[config.mk]
export PLATFORM = sky130hd
export DESIGN_NAME = sifhTop
export DESIGN_NICKNAME = d
export VERILOG_FILES = /design/src/sifhPkg.sv /design/src/binCounter.sv /design/src/histRam.sv /design/src/histAccumulator.sv /design/src/peakFinder.sv /design/src/sifhSequencer.sv /design/src/sifhTop.sv
export VERILOG_INCLUDE_DIRS = /design/src
export SDC_FILE = /design/constraint.sdc
export NUM_CORES = 1
export LEC_CHECK = 0
export BUFFER_PORTS_ARGS = -buffer_cell sky130_fd_sc_hd__buf_2
export CORE_AREA = 2 2 156 158
export CTS_CLUSTER_SIZE = 12
export DETAILED_ROUTE_END_ITERATION = 10
export DIE_AREA = 0 0 158 160
export HOLD_SLACK_MARGIN = 0.06
export PLACE_DENSITY = 0.66
export SLEW_MARGIN = 20
export SYNTH_ARGS = -nofsm -noshare
export SYNTH_HDL_FRONTEND = slang
export SYNTH_SLANG_ARGS = --single-unit
[constraint.sdc]
create_clock -name clk -period 3.55 [get_ports clk]
set_input_delay 0.5325 -clock clk [delete_from_list [all_inputs] [get_ports clk]]
set_output_delay 0.5325 -clock clk [all_outputs]
set_load 0.02 [all_outputs]
[src/sifh_settings.svh]
`ifndef SIFH_SETTINGS_SVH
`define SIFH_SETTINGS_SVH

// sizing of the two-pass time-of-flight peak finder

// tdc timestamp width, twice the bin address width
`define SIFH_NP 10

// bin address width for both passes
`define SIFH_NB 5

// bins per histogram
`define SIFH_BINS (1 << `SIFH_NB)

// bin count width
`define SIFH_CNT_W 6

// count at which a bin saturates
`define SIFH_CNT_MAX ((1 << `SIFH_CNT_W) - 1)

// hits taken per pass
`define SIFH_HITS 64

`endif

[src/sifhPkg.sv]
`include "sifh_settings.svh"

package sifhPkg;

    typedef enum logic [2:0] {
        IDLE   = 3'd0,
        CLEAR  = 3'd1,
        BUILD  = 3'd2,
        FIND   = 3'd3,
        FILTER = 3'd4,
        DONE   = 3'd5
    } seqStateT;

    typedef enum logic {
        COARSE = 1'b0, // bin from upper stamp bits
        FINE   = 1'b1  // bin from lower stamp bits, windowed
    } passT;

    typedef struct packed {
        logic                valid;
        logic [`SIFH_NP-1:0] stamp;
    } tdcHitT;

    typedef struct packed {
        logic                   en;
        logic [`SIFH_NB-1:0]    addr;
        logic [`SIFH_CNT_W-1:0] data;
    } ramWrT;

    typedef struct packed {
        logic                en;
        logic [`SIFH_NB-1:0] addr;
    } ramRdT;

    typedef struct packed {
        logic [`SIFH_NB-1:0]    bin;
        logic [`SIFH_CNT_W-1:0] count;
    } peakT;

endpackage

[src/binCounter.sv]
`timescale 1ns/1ps
`include "sifh_settings.svh"

module binCounter (
    input  logic                clk,
    input  logic                res,
    input  logic                countClear,
    input  logic                sweepEn,
    input  logic                hitAccept,
    output logic [`SIFH_NB-1:0] index,
    output logic                sweepLast,
    output logic                hitsDone
);

    localparam int hitW = $clog2(`SIFH_HITS);

    logic [hitW-1:0] hitCount;

    assign sweepLast = sweepEn && (index == `SIFH_NB'(`SIFH_BINS - 1));

    // sweep index wraps back to zero after the last bin
    always_ff @(posedge clk or negedge res) begin
        if (!res) begin
            index <= '0;
        end else if (countClear) begin
            index <= '0;
        end else if (sweepEn) begin
            index <= index + 1'b1;
        end
    end

    // accepted hits per pass, dropped fine-pass hits included
    always_ff @(posedge clk or negedge res) begin
        if (!res) begin
            hitCount <= '0;
            hitsDone <= 1'b0;
        end else if (countClear) begin
            hitCount <= '0;
            hitsDone <= 1'b0;
        end else if (hitAccept && !hitsDone) begin
            hitCount <= hitCount + 1'b1;
            if (hitCount == hitW'(`SIFH_HITS - 1)) begin
                hitsDone <= 1'b1; // held until the next pass
            end
        end
    end

endmodule

[src/histRam.sv]
`timescale 1ns/1ps
`include "sifh_settings.svh"

module histRam (
    input  logic                   clk,
    input  sifhPkg::ramWrT         wr,
    input  sifhPkg::ramRdT         rd,
    output logic [`SIFH_CNT_W-1:0] rdData
);

    logic [`SIFH_CNT_W-1:0] mem [`SIFH_BINS];

    // write port
    always_ff @(posedge clk) begin
        if (wr.en) begin
            mem[wr.addr] <= wr.data;
        end
    end

    // registered read, same-address write gives old data
    always_ff @(posedge clk) begin
        if (rd.en) begin
            rdData <= mem[rd.addr];
        end
    end

endmodule

[src/histAccumulator.sv]
`timescale 1ns/1ps
`include "sifh_settings.svh"

module histAccumulator (
    input  logic                   clk,
    input  logic                   res,
    input  logic                   enable,
    input  sifhPkg::passT          pass,
    input  logic [`SIFH_NB-1:0]    window,
    input  sifhPkg::tdcHitT        hit,
    input  logic [`SIFH_CNT_W-1:0] rdData,
    output sifhPkg::ramRdT         rd,
    output sifhPkg::ramWrT         wr,
    output logic                   hitAccept,
    output logic                   pipeEmpty
);
    import sifhPkg::*;

    logic [`SIFH_NB-1:0]    coarseBin;
    logic [`SIFH_NB-1:0]    fineBin;
    logic [`SIFH_NB-1:0]    hitBin;
    logic                   keep;
    logic                   s1Valid;   // read data arrives this cycle
    logic [`SIFH_NB-1:0]    s1Addr;
    logic                   wrEn;      // write issued on the coming edge
    logic [`SIFH_NB-1:0]    wrAddr;
    logic [`SIFH_CNT_W-1:0] wrData;
    logic                   lastEn;    // write that landed on the last edge
    logic [`SIFH_NB-1:0]    lastAddr;
    logic [`SIFH_CNT_W-1:0] lastData;
    logic [`SIFH_CNT_W-1:0] base;
    logic [`SIFH_CNT_W-1:0] incr;

    assign coarseBin = hit.stamp[`SIFH_NP-1 -: `SIFH_NB];
    assign fineBin   = hit.stamp[`SIFH_NB-1:0];
    assign hitBin    = (pass == COARSE) ? coarseBin : fineBin;
    assign hitAccept = enable && hit.valid;
    assign keep      = hitAccept && ((pass == COARSE) || (coarseBin == window));

    assign rd        = '{en: keep, addr: hitBin};
    assign wr        = '{en: wrEn, addr: wrAddr, data: wrData};
    assign pipeEmpty = !s1Valid && !wrEn;

    // newest in-flight value wins over the ram data
    always_comb begin
        if (wrEn && (wrAddr == s1Addr)) begin
            base = wrData;
        end else if (lastEn && (lastAddr == s1Addr)) begin
            base = lastData;
        end else begin
            base = rdData;
        end
    end

    assign incr = (base == `SIFH_CNT_W'(`SIFH_CNT_MAX)) ? base : base + 1'b1; // saturate

    always_ff @(posedge clk or negedge res) begin
        if (!res) begin
            s1Valid <= 1'b0;
            wrEn    <= 1'b0;
            lastEn  <= 1'b0;
        end else begin
            s1Valid <= keep;
            wrEn    <= s1Valid;
            lastEn  <= wrEn;
        end
    end

    always_ff @(posedge clk) begin
        s1Addr   <= hitBin;
        wrAddr   <= s1Addr;
        wrData   <= incr;
        lastAddr <= wrAddr;
        lastData <= wrData;
    end

endmodule

[src/peakFinder.sv]
`timescale 1ns/1ps
`include "sifh_settings.svh"

module peakFinder (
    input  logic                   clk,
    input  logic                   res,
    input  logic                   clear,
    input  logic                   sweepEn,
    input  logic [`SIFH_NB-1:0]    index,
    input  logic [`SIFH_CNT_W-1:0] rdData,
    output sifhPkg::ramRdT         rd,
    output sifhPkg::peakT          peak
);

    logic                rdValid; // rdData belongs to rdIndex
    logic [`SIFH_NB-1:0] rdIndex;
    logic                better;

    assign rd = '{en: sweepEn, addr: index};

    // strictly greater, so the lowest bin keeps a tie
    assign better = rdValid && (rdData > peak.count);

    always_ff @(posedge clk or negedge res) begin
        if (!res) begin
            rdValid <= 1'b0;
        end else begin
            rdValid <= sweepEn;
        end
    end

    always_ff @(posedge clk) begin
        rdIndex <= index; // lines up with the registered read
    end

    always_ff @(posedge clk or negedge res) begin
        if (!res) begin
            peak <= '0;
        end else if (clear) begin
            peak <= '0;
        end else if (better) begin
            peak <= '{bin: rdIndex, count: rdData};
        end
    end

endmodule

[src/sifhSequencer.sv]
`timescale 1ns/1ps
`include "sifh_settings.svh"

module sifhSequencer (
    input  logic                   clk,
    input  logic                   res,
    input  logic                   start,
    input  logic                   sweepLast,
    input  logic                   hitsDone,
    input  logic                   pipeEmpty,
    input  sifhPkg::peakT          peakIn,
    output sifhPkg::seqStateT      state,
    output sifhPkg::passT          pass,
    output logic [`SIFH_NB-1:0]    window,
    output logic                   sweepEn,
    output logic                   countClear,
    output logic                   acquire,
    output logic                   busy,
    output logic                   done,
    output logic [`SIFH_NP-1:0]    peakTime,
    output logic [`SIFH_CNT_W-1:0] peakCount
);
    import sifhPkg::*;

    seqStateT   nextState;
    logic [1:0] findTail; // end of read sweep, delayed for ram latency and compare

    assign busy       = (state != IDLE);
    assign done       = (state == DONE);
    assign acquire    = (state == BUILD) && !hitsDone; // high through the last accepted hit
    assign countClear = (state == IDLE) || (state == FILTER); // before each pass
    assign sweepEn    = (state == CLEAR) || ((state == FIND) && (findTail == 2'b00));

    always_comb begin
        nextState = state;
        case (state)
            IDLE: begin
                if (start) begin
                    nextState = CLEAR;
                end
            end
            CLEAR: begin
                if (sweepLast) begin
                    nextState = BUILD;
                end
            end
            BUILD: begin
                if (hitsDone && pipeEmpty) begin // last write has landed
                    nextState = FIND;
                end
            end
            FIND: begin
                if (findTail[1]) begin
                    nextState = (pass == COARSE) ? FILTER : DONE;
                end
            end
            FILTER:  nextState = CLEAR;
            DONE:    nextState = IDLE;
            default: nextState = IDLE;
        endcase
    end

    always_ff @(posedge clk or negedge res) begin
        if (!res) begin
            state     <= IDLE;
            pass      <= COARSE;
            window    <= '0;
            findTail  <= 2'b00;
            peakTime  <= '0;
            peakCount <= '0;
        end else begin
            state    <= nextState;
            findTail <= {findTail[0], (state == FIND) && sweepLast};
            if ((state == IDLE) && start) begin
                pass <= COARSE;
            end
            if (state == FILTER) begin
                window <= peakIn.bin; // coarse peak becomes the fine window
                pass   <= FINE;
            end
            // finder result is stable on the last FIND cycle
            if ((state == FIND) && findTail[1] && (pass == FINE)) begin
                peakTime  <= {window, peakIn.bin};
                peakCount <= peakIn.count;
            end
        end
    end

endmodule

[src/sifhTop.sv]
`timescale 1ns/1ps
`include "sifh_settings.svh"

module sifhTop (
    input  logic                   clk,
    input  logic                   res,
    input  logic                   start,
    input  sifhPkg::tdcHitT        hit,
    output logic                   acquire,
    output logic                   busy,
    output logic                   done,
    output logic [`SIFH_NP-1:0]    peakTime,
    output logic [`SIFH_CNT_W-1:0] peakCount
);
    import sifhPkg::*;

    seqStateT               state;
    passT                   pass;
    logic [`SIFH_NB-1:0]    window;
    logic [`SIFH_NB-1:0]    index;
    logic                   sweepEn;
    logic                   countClear;
    logic                   sweepLast;
    logic                   hitsDone;
    logic                   hitAccept;
    logic                   pipeEmpty;
    logic                   findSweep;
    peakT                   peak;
    ramWrT                  accWr;
    ramWrT                  clearWr;
    ramWrT                  ramWr;
    ramRdT                  accRd;
    ramRdT                  pfRd;
    ramRdT                  ramRd;
    logic [`SIFH_CNT_W-1:0] rdData;

    assign findSweep = sweepEn && (state == FIND); // keep finder off during clear
    assign clearWr   = '{en: 1'b1, addr: index, data: '0};

    // ram port ownership follows the sequencer state
    always_comb begin
        ramWr = '0;
        ramRd = '0;
        case (state)
            CLEAR: ramWr = clearWr;
            BUILD: begin
                ramWr = accWr;
                ramRd = accRd;
            end
            FIND:    ramRd = pfRd;
            default: ramWr = '0;
        endcase
    end

    sifhSequencer u_seq (
        .clk(clk), .res(res), .start(start),
        .sweepLast(sweepLast), .hitsDone(hitsDone), .pipeEmpty(pipeEmpty),
        .peakIn(peak), .state(state), .pass(pass), .window(window),
        .sweepEn(sweepEn), .countClear(countClear),
        .acquire(acquire), .busy(busy), .done(done),
        .peakTime(peakTime), .peakCount(peakCount)
    );

    binCounter u_cnt (
        .clk(clk), .res(res), .countClear(countClear), .sweepEn(sweepEn),
        .hitAccept(hitAccept), .index(index), .sweepLast(sweepLast), .hitsDone(hitsDone)
    );

    histAccumulator u_acc (
        .clk(clk), .res(res), .enable(acquire), .pass(pass), .window(window),
        .hit(hit), .rdData(rdData), .rd(accRd), .wr(accWr),
        .hitAccept(hitAccept), .pipeEmpty(pipeEmpty)
    );

    histRam u_ram (.clk(clk), .wr(ramWr), .rd(ramRd), .rdData(rdData));

    peakFinder u_peak (
        .clk(clk), .res(res), .clear(countClear), .sweepEn(findSweep),
        .index(index), .rdData(rdData), .rd(pfRd), .peak(peak)
    );

endmodule

# Yosys cells after proc, flatten, opt, wreduce, memory -nomap -nowiden
# Memories as Yosys holds them, arrays and structs flattened. A register that Yosys moved wholly into a read port is not among the register bits.
# Index checks and enable logic that the tools add are counted.
# W data, S select, Z words.
[totals]
latchBits = 0
out_inout_bits = 19
ram_bits = 192
romBits = 0
n_memories = 1
reg_bits = 86
wordCells = 99
[classes]
eq_ne = 15
div = 0
multipliers = 0
reduce_logical = 32
n_addsub = 3
n_bitwise = 1
order_cmp = 1
shifts = 0
muxes = 25
[memory_table]
columns = ["name", "words", "word_bits", "rd", "rd_clocked_by_memory_dff", "write_ports", "line_no", "rtl"]
rows = [
  ["u_ram.mem", 32, 6, 1, 1, 1, "histRam.sv:11", "logic [`SIFH_CNT_W-1:0] mem [`SIFH_BINS];"],
]
[ops]
columns = ["op", "n"]
rows = [
  ["$mux W6", 5],
  ["$pmux W12 S2", 1],
  ["$mux W11", 2],
  ["$logic_and A1 B1 Y1", 16],
  ["$eq A5 B5 Y1", 3],
  ["$mux W5", 3],
  ["$pmux W3 S5", 1],
  ["$add A6 B1 Y6 const B", 2],
  ["$eq A6 B6 Y1 const B", 2],
  ["$mux W3", 4],
  ["$pmux W6 S2", 1],
  ["$reduce_bool A2 Y1", 5],
  ["$mux W1", 8],
  ["$eq A3 B2 Y1 const B", 2],
  ["$eq A3 B3 Y1 const B", 2],
  ["$gt A6 B6 Y1", 1],
  ["$add A5 B1 Y5 const B", 1],
  ["$eq A5 B5 Y1 const B", 1],
  ["$ne A2 B1 Y1 const B", 2],
  ["$ne A2 B2 Y1 const B", 2],
  ["$reduce_and A4 Y1", 1],
  ["$eq A3 B1 Y1 const B", 1],
  ["$logic_not A1 Y1", 3],
  ["$logic_not A3 Y1", 1],
  ["other kinds (5)", 7],
]

# Depth between registers and ports, before layout
# Gate-level depths: netlist of the first run.
[depth]
word_depth = 6
depth_mapped = 11

# By module
# A second synthesis of the first run with hierarchy kept.
[unflattened]
hier_cells = 687
area_unflattened_um2 = 11837.6
[modules_own_cells]
columns = ["module", "n_inst", "cells_per_inst", "area_each_um2"]
rows = [
  ["histRam", 1, 323, 7649.8],
  ["histAccumulator", 1, 107, 1262.5],
  ["sifhSequencer", 1, 77, 1152.4],
  ["peakFinder", 1, 80, 878.3],
  ["binCounter", 1, 56, 594.3],
  ["sifhTop", 1, 44, 300.3],
]

# Worst setup path after synthesis of the first run
# Ideal clock, no wire load.
[synth_timing]
kind = "reg2reg"
from = "register u_seq.state[0]"
to = "memory u_ram.mem[0][1] in the netlist's numbering (data pin)"
setup_slack_ns = 0.799
required_time_ns = 3.105
synth_period_minus_slack_ns = 2.751
setup_time_ns = 0.445
path_stages_with_launch = 5
t_arrival_ns = 2.306
path_cell_list = "dfrtp_1 -> buf_2 -> buf_2 -> clkbuf_1 -> nor3_1"
[synth_rtl]
columns = ["item", "line_no", "rtl"]
rows = [
  ["start, declared", "sifhSequencer.sv:12", "output sifhPkg::seqStateT state,"],
  ["start signal, assigned", "sifhSequencer.sv:72", "state <= nextState;"],
  ["end, declared", "histRam.sv:11", ""],
]

# Worst setup path in the final report of the first run
[layout_timing]
from = "register u_seq.state[1]"
to = "register u_ram.rdData[0] (read register of u_ram.mem) (data pin)"
[layout_via]
elab_chain_cells = 5
word_cells_on_any_way = 10
[layout_rtl]
columns = ["item", "line_no", "rtl"]
rows = [
  ["$eq A3 B2 Y1, on equally long branches", "--", ""],
  ["$logic_and A1 B1 Y1, on equally long branches", "sifhSequencer.sv:32, sifhSequencer.sv:30", ""],
  ["$logic_or A1 B1 Y1 or $logic_and A1 B1 Y1 (tied branches)", "sifhSequencer.sv:32, histAccumulator.sv:37", ""],
  ["$logic_and A1 B1 Y1, on equally long branches", "sifhTop.sv:37, histAccumulator.sv:38", ""],
  ["$pmux W6 S2 (*)", "sifhTop.sv:44", "case (state)"],
  ["end, declared", "histRam.sv:8", "output logic [`SIFH_CNT_W-1:0] rdData"],
]
# Every way passes the cells marked *; elsewhere a longest branch is shown, timed or not.
# A chain may end at the register's enable or synchronous reset.

==> results of run 1 <==
-- worst register-to-register path, cell delays in order (launching register included) --
cell and delay, ns:
dfrtp_1 0.63, and2b_2 0.28, and2_4 0.18, a22o_4 0.41, buf_4 0.37, nand2_1 0.10, a32oi_1 0.22, a31oi_1 0.14
a2111oi_1 0.37
-- stage by stage --
stage,hold WS (ns),std cells
finish,0.291,1317
global route,0.278,1317
CTS,0.178,1316
detailed placement,0.364,1264
global placement,0.371,1264
floorplan,0.237,929
-- registers in the layout, summed over array words and instances, names as in the netlist, 2 cells and up --
register         cells
u_acc.lastAddr       5
u_acc.lastData       6
u_acc.s1Addr         5
u_acc.wrAddr         5
u_acc.wrData         6
u_cnt.hitCount       6
u_cnt.index          5
u_peak.peak         11
u_peak.rdIndex       5
u_ram.mem          192
u_ram.rdData         6
u_seq.findTail       2
u_seq.peakCount      6
u_seq.peakTime      10
u_seq.state          3
u_seq.window         5
-- layout make-up --
cell class              count  area, um^2
inverters                  11        41.3
clock inverters            11        76.3
multi-input cells         591        3440
flip-flops and latches    284        7940
repair buffers             55         350
well taps                 324         405
fillers                  2030       10700
clock buffers              41         822
-- synth_stat cells, drive strengths merged (17+ instances only) --
| library cell | n |
|---|---|
| buf | 27 |
| a31oi | 24 |
| a32oi | 18 |
| nor2 | 75 |
| mux2i | 30 |
| nand3 | 67 |
| dfrtp | 54 |
| o21ai | 19 |
| nand2 | 196 |
| edfxtp | 198 |
| a21oi | 17 |
| dfxtp | 32 |
| mux2 | 21 |
-- layer usage --
layer	vias to the layer above	part of all wire	wire (um)
met5	-	0	0
met4	0	0.031	796
met3	53	0.061	1580
met2	208	0.47	12200
met1	3573	0.44	11400
li1	3462	-	-
-- power by group --
part           total (mW)  switching (mW)  internal [mW]
logic               0.301           0.191          0.110
clock network        2.84            1.23           1.61
registers            3.60          0.0386           3.56
total                6.74            1.46           5.28
-- cell families after synthesis --
family | Yosys count | share of synthesized area
AO/OA/AOI/OAI | 113 | 0.0705
XOR/XNOR | 22 | 0.0165
adder cells (fa/ha/maj) | 9 | 0.00967
buffers and inverters | 54 | 0.0251
flip-flops | 284 | 0.681
multiplexers | 51 | 0.0464
AND/OR/NAND/NOR | 396 | 0.150
-- worst max path at each step --
stage / slack [ns] / depth (start not counted) / endpoint
finish: 0.64 / 8 / u_ram.rdData[0]
global route: 0.36 / 8 / u_ram.rdData[0]
CTS: 0.66 / 8 / u_ram.rdData[0]
detailed placement: 0.66 / 8 / u_ram.rdData[3]
global placement: 0.74 / 8 / u_ram.rdData[5]
floorplan: 0.80 / 4 / u_ram.mem[0][1]
-- cells in the final DEF, fill, tap and decap left out, types with 14 or more instances in the layout --
cell type,n
nand2_1,196
nand3_1,67
a31oi_1,22
buf_2,31
a32oi_1,18
edfxtp_1,198
buf_4,22
nand4_1,16
mux2_2,20
xnor2_1,14
o21ai_0,19
clkbuf_16,30
nor2_1,73
dfxtp_1,32
dfrtp_1,54
mux2i_1,30
a21oi_1,17
==> results.json, run 1 <==
{
  "grtUsageMet2": 0.331,
  "numClockSinks": 284,
  "postCtsHoldBufs": 0,
  "grt_antenna_before_repair": 0,
  "peakVddDrop_mv": 0.422,
  "design_area_um2": 13100,
  "p_leak_nw": 4.91,
  "skew_ns": 0.0300,
  "numCtsBuffers": 30,
  "ys_seq_area_frac": 0.681,
  "critPathTopFamily": "compound AO/OA/AOI/OAI gates",
  "ys_warn_count": 0,
  "syn_nets": 952,
  "grt_pass1_wl_um": 40400,
  "die_h_um": 160,
  "crit_path_max_incr_delay_ns": 0.63,
  "dr.pass1.iters": 5,
  "drt_iter0_drc": 666,
  "period_share": 0.820,
  "fin_util": 0.549,
  "cp_max_fo": 36,
  "diodes": 0,
  "io_buffers": 32,
  "r2r_start": "u_seq.state[1]",
  "start_kind": "register",
  "grt_overflow": 0,
  "synth_area_leaders": "edfxtp_1, dfrtp_1, nand2_1, dfxtp_1, nand3_1",
  "crit_required_ns": 3.90,
  "r2r_end": "u_ram.rdData[0]",
  "final_max_slew_viol_count": 0,
  "synth-edff-count": 198,
  "io_pins": 33,
  "fmax_mhz": 343,
  "critPathKind": "reg -> reg",
  "root_buffer": "clkbuf_16",
  "end_kind": "register",
  "grt_pass1_vias": 7190,
  "setup_slack_ns": 0.638,
  "finalSetupTns_ns": 0,
  "clockBufferDepth": 3,
  "fp.dieW_um": 158,
  "vias_per_cell": 5.54,
  "status": "finished, final reports clean",
  "rows": 57,
  "drive_above_1_share": 0.132,
  "synthFlopType": "edfxtp_1",
  "syn_to_final_growth_pct": 12.2,
  "core-area_um2": 23800,
  "hpwl_um": 16800,
  "power.total_mw": 6.74,
  "path_buf_inv": 1,
  "gp_congestion": 0.836,
  "cts_setup_buffers": 0,
  "placed_area_um2": 12200,
  "synth_cell_types": 63,
  "tightest_slew_ns": 0.914,
  "async_flop_share": 0.190,
  "slew_headroom": 0.386,
  "min_to": "u_acc.s1Addr[1]",
  "start_util": 0.489,
  "remaining_drc_errors": 0,
  "ys_ff_latch": 284,
  "grt_util_met3": 0.0456,
  "wirelength_um": 26000,
  "clkLatencyLatePin_ns": 0.57,
  "clk_pin_slew_worst_paths_ns": 0.06,
  "cts_tree": "yes",
  "hold_depth": 2,
  "die-area_um2": 25300,
  "cts_resized": 0,
  "hp-class": "in -> reg",
  "rsz0062_at_grt": "false",
  "nNetsFinal": 996,
  "period_needed_ns": 2.91,
  "syn_avg_cell_area_um2": 12.5,
  "reg2reg_depth": 8,
  "ant_nets": 0,
  "cpMaxStageDelayCell": "dfrtp_1",
  "grt_max_degree": 48,
  "setup_viol": 0,
  "use_met1": 0.287,
  "maxCapViolCount": 0,
  "holdCritStartpoint": "hit[1]",
  "rrSetupSlack_ns": 0.64,
  "vias": 7296,
  "grt.total_usage": 0.208,
  "yosysTopAreaCell": "edfxtp_1",
  "grt.busiest_layer": "met2",
  "p_per_area_nw_per_um2": 515,
  "syn-instance-count": 929,
  "wl_per_cell_um": 19.7,
  "cp_cell_sequence": "and2b_2 -> and2_4 -> a22o_4 -> buf_4 -> nand2_1 -> a32oi_1 -> a31oi_1 -> a2111oi_1",
  "place_ws_ns": 0.656,
  "htreeDepth": 1,
  "netlist_area_um2": 11600,
  "synth_top_area_frac": 0.510,
  "hold_viol_final": 0,
  "crit_start": "u_seq.state[1]",
  "cp.arrival_ns": 3.26
}
Note: power is estimated with default switching activity, not from simulation.
==> run 2: changes to the inputs <==
--- a/config.mk
+++ b/config.mk
@@ -12,7 +12,7 @@
 export DETAILED_ROUTE_END_ITERATION = 10
 export DIE_AREA = 0 0 158 160
 export HOLD_SLACK_MARGIN = 0.06
-export PLACE_DENSITY = 0.66
+export PLACE_DENSITY = 0.68
 export SLEW_MARGIN = 20
 export SYNTH_ARGS = -nofsm -noshare
 export SYNTH_HDL_FRONTEND = slang
==> constraint.sdc (replaced) <==
create_clock -name clk -period 2.35 [get_ports clk]
set_input_delay 0.3525 -clock clk [delete_from_list [all_inputs] [get_ports clk]]
set_output_delay 0.3525 -clock clk [all_outputs]
set_load 0.02 [all_outputs]
==> results.json, run 2 (synthesis results as in run 1) <==
{
  "dr_wl_met3_um": 2160,
  "fillers": 1888,
  "design_area_um2": 14400,
  "final_cell_mix": "edfxtp_1, nand2_1, buf_4, nor2_1, nand3_1",
  "rows": 57,
  "p_per_area_nw_per_um2": 730,
  "skew_ns": 0.0207,
  "fp.dieW_um": 158,
  "topRoutingLayerUsed": "met4",
  "clkLatencyLatePin_ns": 0.56,
  "finalSetupTns_ns": -0.300,
  "ant_nets": 0,
  "nNetsFinal": 1094,
  "start_util": 0.489,
  "hold_ws_ns": 0.101,
  "diodes": 0,
  "die_h_um": 160,
  "setup_slack_ns": -0.112,
  "remaining_drc_errors": 0,
  "grt_antenna_before_repair": 0,
  "grt_pass1_vias": 7563,
  "cp_cell_sequence": "mux2_4 -> a22oi_4 -> buf_12 -> buf_4 -> nand2_1 -> a32oi_1 -> a31oi_1 -> a2111oi_2",
  "drt_iter0_drc": 808,
  "grt_pass1_wl_um": 42800,
  "gp_congestion": 0.882,
  "hp-class": "in -> reg",
  "final_common_cell": "edfxtp_1",
  "peakVddDrop_mv": 0.556,
  "wirelength_um": 28700,
  "dr.pass1.iters": 5,
  "root_buffer": "clkbuf_16",
  "clockBufferDepth": 3,
  "syn_to_final_growth_pct": 23.2,
  "io_buffers": 32,
  "core-area_um2": 23800,
  "start_kind": "register",
  "placed_area_um2": 12800,
  "cp.arrival_ns": 2.81,
  "setup_viol": 6,
  "critPathKind": "reg -> reg",
  "cp_max_fo": 9,
  "rsz0062_at_grt": "true",
  "numClockSinks": 284,
  "vias_per_cell": 5.61,
  "period_share": 1.05,
  "power.total_mw": 10.5,
  "end_kind": "register",
  "htreeDepth": 1,
  "crit_required_ns": 2.70,
  "slew_headroom": 0.699,
  "hold_viol_final": 0,
  "tightest_slew_ns": 0.451,
  "hpwl_um": 18000,
  "period_needed_ns": 2.46,
  "reg.largest.list": "u_ram.mem x192, u_peak.peak x11, u_seq.peakTime x10",
  "violations": "setup timing",
  "fmax_mhz": 406,
  "grt.total_usage": 0.220,
  "status": "finished with violations",
  "vias": 7949,
  "rrSetupSlack_ns": -0.11,
  "crit_path_max_incr_delay_ns": 0.44,
  "largest-register": "u_ram.mem",
  "largest_reg_flops": 192,
  "die-area_um2": 25300,
  "maxCapViolCount": 0,
  "grt_max_degree": 33,
  "wl_met1_um": 12000,
  "numCtsBuffers": 30,
  "dr_wl_met2_um": 13800,
  "drive_above_1_share": 0.242,
  "clk_pin_slew_worst_paths_ns": 0.06,
  "wl_per_cell_um": 20.3,
  "cts_tree": "yes",
  "io_pins": 33,
  "cpMaxStageDelayCell": "dfrtp_2",
  "final_max_slew_viol_count": 0,
  "p_leak_nw": 5.54,
  "fin_util": 0.602,
  "grt_overflow": 0
}
run 2: per-stage QoR:
step | setup slack, ns | instances
6_report | -0.112 | 1417
4_1_cts | -0.0407 | 1401
3_5_place_dp | -0.172 | 1339
2_1_floorplan | 0.0992 | 929
5_1_grt | -0.156 | 1417
3_3_place_gp | -0.0771 | 1339
run 2: final timing paths:
kind / start / to / depth (start not counted)
worst max-delay path: u_seq.pass / u_ram.rdData[0] / 8
min in group asynchronous: res / u_seq.peakTime[5] / 2
worst max register to register: u_seq.pass / u_ram.rdData[0] / 8
max in group asynchronous: res / u_seq.pass / 3
worst min-delay path: hit[1] / u_acc.s1Addr[1] / 2
worst min register to register: u_acc.s1Valid / u_acc.wrEn / 0
run 2: area by class of cell:
class                      count  area (um^2)  area share
clock buffer                  44          843      0.0588
clock inverter                10         81.3     0.00567
inverter                      11         41.3     0.00288
multi-input combinational    591         3690       0.257
sequential                   284         7940       0.553
tap                          324          405      0.0283
timing repair buffer         153         1350      0.0943
run 2: power by group:
| part | total (mW) | internal (mW) | switching [mW] |
|---|---|---|---|
| Clock | 4.42 | 2.58 | 1.84 |
| Sequential | 5.43 | 5.38 | 0.0531 |
| Combinational | 0.629 | 0.279 | 0.350 |
run 2: routing by layer:
| metal | up-vias | global-route usage |
|---|---|---|
| li1 | 3665 | - |
| met1 | 3857 | 0.301 |
| met2 | 375 | 0.354 |
| met3 | 52 | 0.0421 |
| met4 | 0 | 0.0766 |
| met5 | - | 0 |
run 2: worst max-delay path: cells and delay by family, from the launching register on:
family          cells  cell delay (ns)
compound gates      4             1.05
flops               1             0.44
mux                 1             0.35
buf+inv             2             0.34
simple gates        1             0.08
run 2: repair_timing:
action                                 4_1_cts  5_1_grt
hold buffers                                 1        0
buffers inserted                             5       14
pin swaps                                    3       21
gates resized for setup                      5       47
endpoints found under the hold margin       17        0
setup endpoints to repair                    6      172
gates cloned                                 2        3
==> run 3: changes to the inputs <==
--- a/config.mk
+++ b/config.mk
@@ -13,6 +13,7 @@
 export DIE_AREA = 0 0 158 160
 export HOLD_SLACK_MARGIN = 0.06
 export PLACE_DENSITY = 0.68
+export RECOVER_POWER = 25
 export SLEW_MARGIN = 20
 export SYNTH_ARGS = -nofsm -noshare
 export SYNTH_HDL_FRONTEND = slang
==> results.json, run 3 (synthesis results as in run 1) <==
{
  "ant_nets": 0,
  "finalSetupTns_ns": -0.290,
  "clk_pin_slew_worst_paths_ns": 0.06,
  "final_max_slew_viol_count": 0,
  "period_share": 1.04,
  "vias_per_cell": 5.62,
  "root_buffer": "clkbuf_16",
  "die-area_um2": 25300,
  "diodes": 0,
  "htreeDepth": 1,
  "cp.arrival_ns": 2.79,
  "setup_slack_ns": -0.0828,
  "clkLatencyLatePin_ns": 0.55,
  "drt_iter0_drc": 801,
  "reg.largest.list": "u_ram.mem x192, u_peak.peak x11, u_seq.peakTime x10",
  "core-area_um2": 23800,
  "dr.pass1.iters": 5,
  "io_buffers": 32,
  "gp_congestion": 0.882,
  "p_per_area_nw_per_um2": 730,
  "tightest_slew_ns": 1.05,
  "critPathKind": "reg -> reg",
  "fillers": 1888,
  "hold_depth": 2,
  "hp-class": "in -> reg",
  "wirelength_um": 28700,
  "setup_viol": 6,
  "status": "finished with violations",
  "largest-register": "u_ram.mem",
  "hpwl_um": 18000,
  "place_ws_ns": -0.172,
  "remaining_drc_errors": 0,
  "start_kind": "register",
  "io_pins": 33,
  "hold_viol_final": 0,
  "vias": 7969,
  "maxCapViolCount": 0,
  "numClockSinks": 284,
  "nNetsFinal": 1094,
  "cp_max_fo": 9,
  "hold_ws_ns": 0.101,
  "grt_max_degree": 33,
  "start_util": 0.489,
  "numCtsBuffers": 30,
  "largest_reg_flops": 192,
  "rsz0062_at_grt": "true",
  "period_needed_ns": 2.43,
  "crit_required_ns": 2.70,
  "drive_above_1_share": 0.240,
  "peakVddDrop_mv": 0.556,
  "grt_antenna_before_repair": 0,
  "cts_tree": "yes",
  "slew_headroom": 0.297,
  "wl_per_cell_um": 20.3,
  "syn_to_final_growth_pct": 23.1,
  "grt.total_usage": 0.220,
  "grt_pass1_vias": 7563,
  "grt_pass1_wl_um": 42800,
  "violations": "setup timing",
  "end_kind": "register",
  "grt_overflow": 0,
  "reg2reg_depth": 8,
  "skew_ns": 0.0187,
  "p_leak_nw": 5.52,
  "final_common_cell": "edfxtp_1",
  "die_h_um": 160,
  "fp.dieW_um": 158,
  "rows": 57,
  "final_cell_mix": "edfxtp_1, nand2_1, buf_4, nor2_1, nand3_1",
  "fmax_mhz": 411,
  "clockBufferDepth": 3
}
## run 3: area by class of cell
type / instances / area (um^2) / share of cell area
clock inverter: 10 / 81.3 / 0.00567
tap: 324 / 405 / 0.0283
clock buffer: 44 / 843 / 0.0588
timing repair buffer: 153 / 1340 / 0.0934
multi-input combinational: 591 / 3690 / 0.257
inverter: 11 / 41.3 / 0.00288
sequential: 284 / 7940 / 0.554
## run 3: worst paths after layout
check	start	slack (ns)	endpoint
max	u_seq.pass	-0.08	u_ram.rdData[0]
min	hit[1]	0.10	u_acc.s1Addr[1]
max reg2reg	u_seq.pass	-0.08	u_ram.rdData[0]
min reg2reg	u_acc.s1Valid	0.38	u_acc.wrEn
max in group asynchronous	res	0.73	u_seq.pass
min in group asynchronous	res	0.52	u_seq.peakTime[5]
## run 3: repair_timing
| item | in CTS | in global routing |
|---|---|---|
| setup endpoints to repair | 6 | 172 |
| gates cloned | 2 | 3 |
| resized for setup | 5 | 47 |
| hold buffers | 1 | 0 |
| hold endpoints to repair | 17 | 0 |
| pin swaps | 3 | 21 |
| buffers inserted | 5 | 14 |
## run 3: routing by layer
metal | up-vias | global-route usage | wire, um
met1 | 3883 | 0.301 | 11900
met4 | 0 | 0.0766 | 899
met3 | 57 | 0.0421 | 2200
li1 | 3662 | - | -
met2 | 367 | 0.354 | 13700
met5 | - | 0 | 0
## run 3: power breakdown
| part | internal [mW] | switching, mW |
|---|---|---|
| logic | 0.278 | 0.349 |
| clock network | 2.58 | 1.84 |
| registers | 5.38 | 0.0521 |
| total | 8.23 | 2.24 |
## run 3: worst max-delay path, cell delays in order (launching register included)
cell and delay (ns):
dfrtp_2 0.44, mux2_4 0.35, a22oi_4 0.29, buf_12 0.18
buf_4 0.16, nand2_1 0.07, a32oi_1 0.25, a31oi_1 0.18
a2111oi_2 0.32
## run 3: stage by stage
step	power, mW	util	cell area (um^2)	std cells
finish	10.5	0.602	14300	1417
floorplan	5.84	-	11700	929
CTS	10.5	0.583	13900	1401
detailed placement	6.04	0.538	12800	1339
global route	10.8	0.602	14300	1417
global placement	6.02	0.538	12800	1339
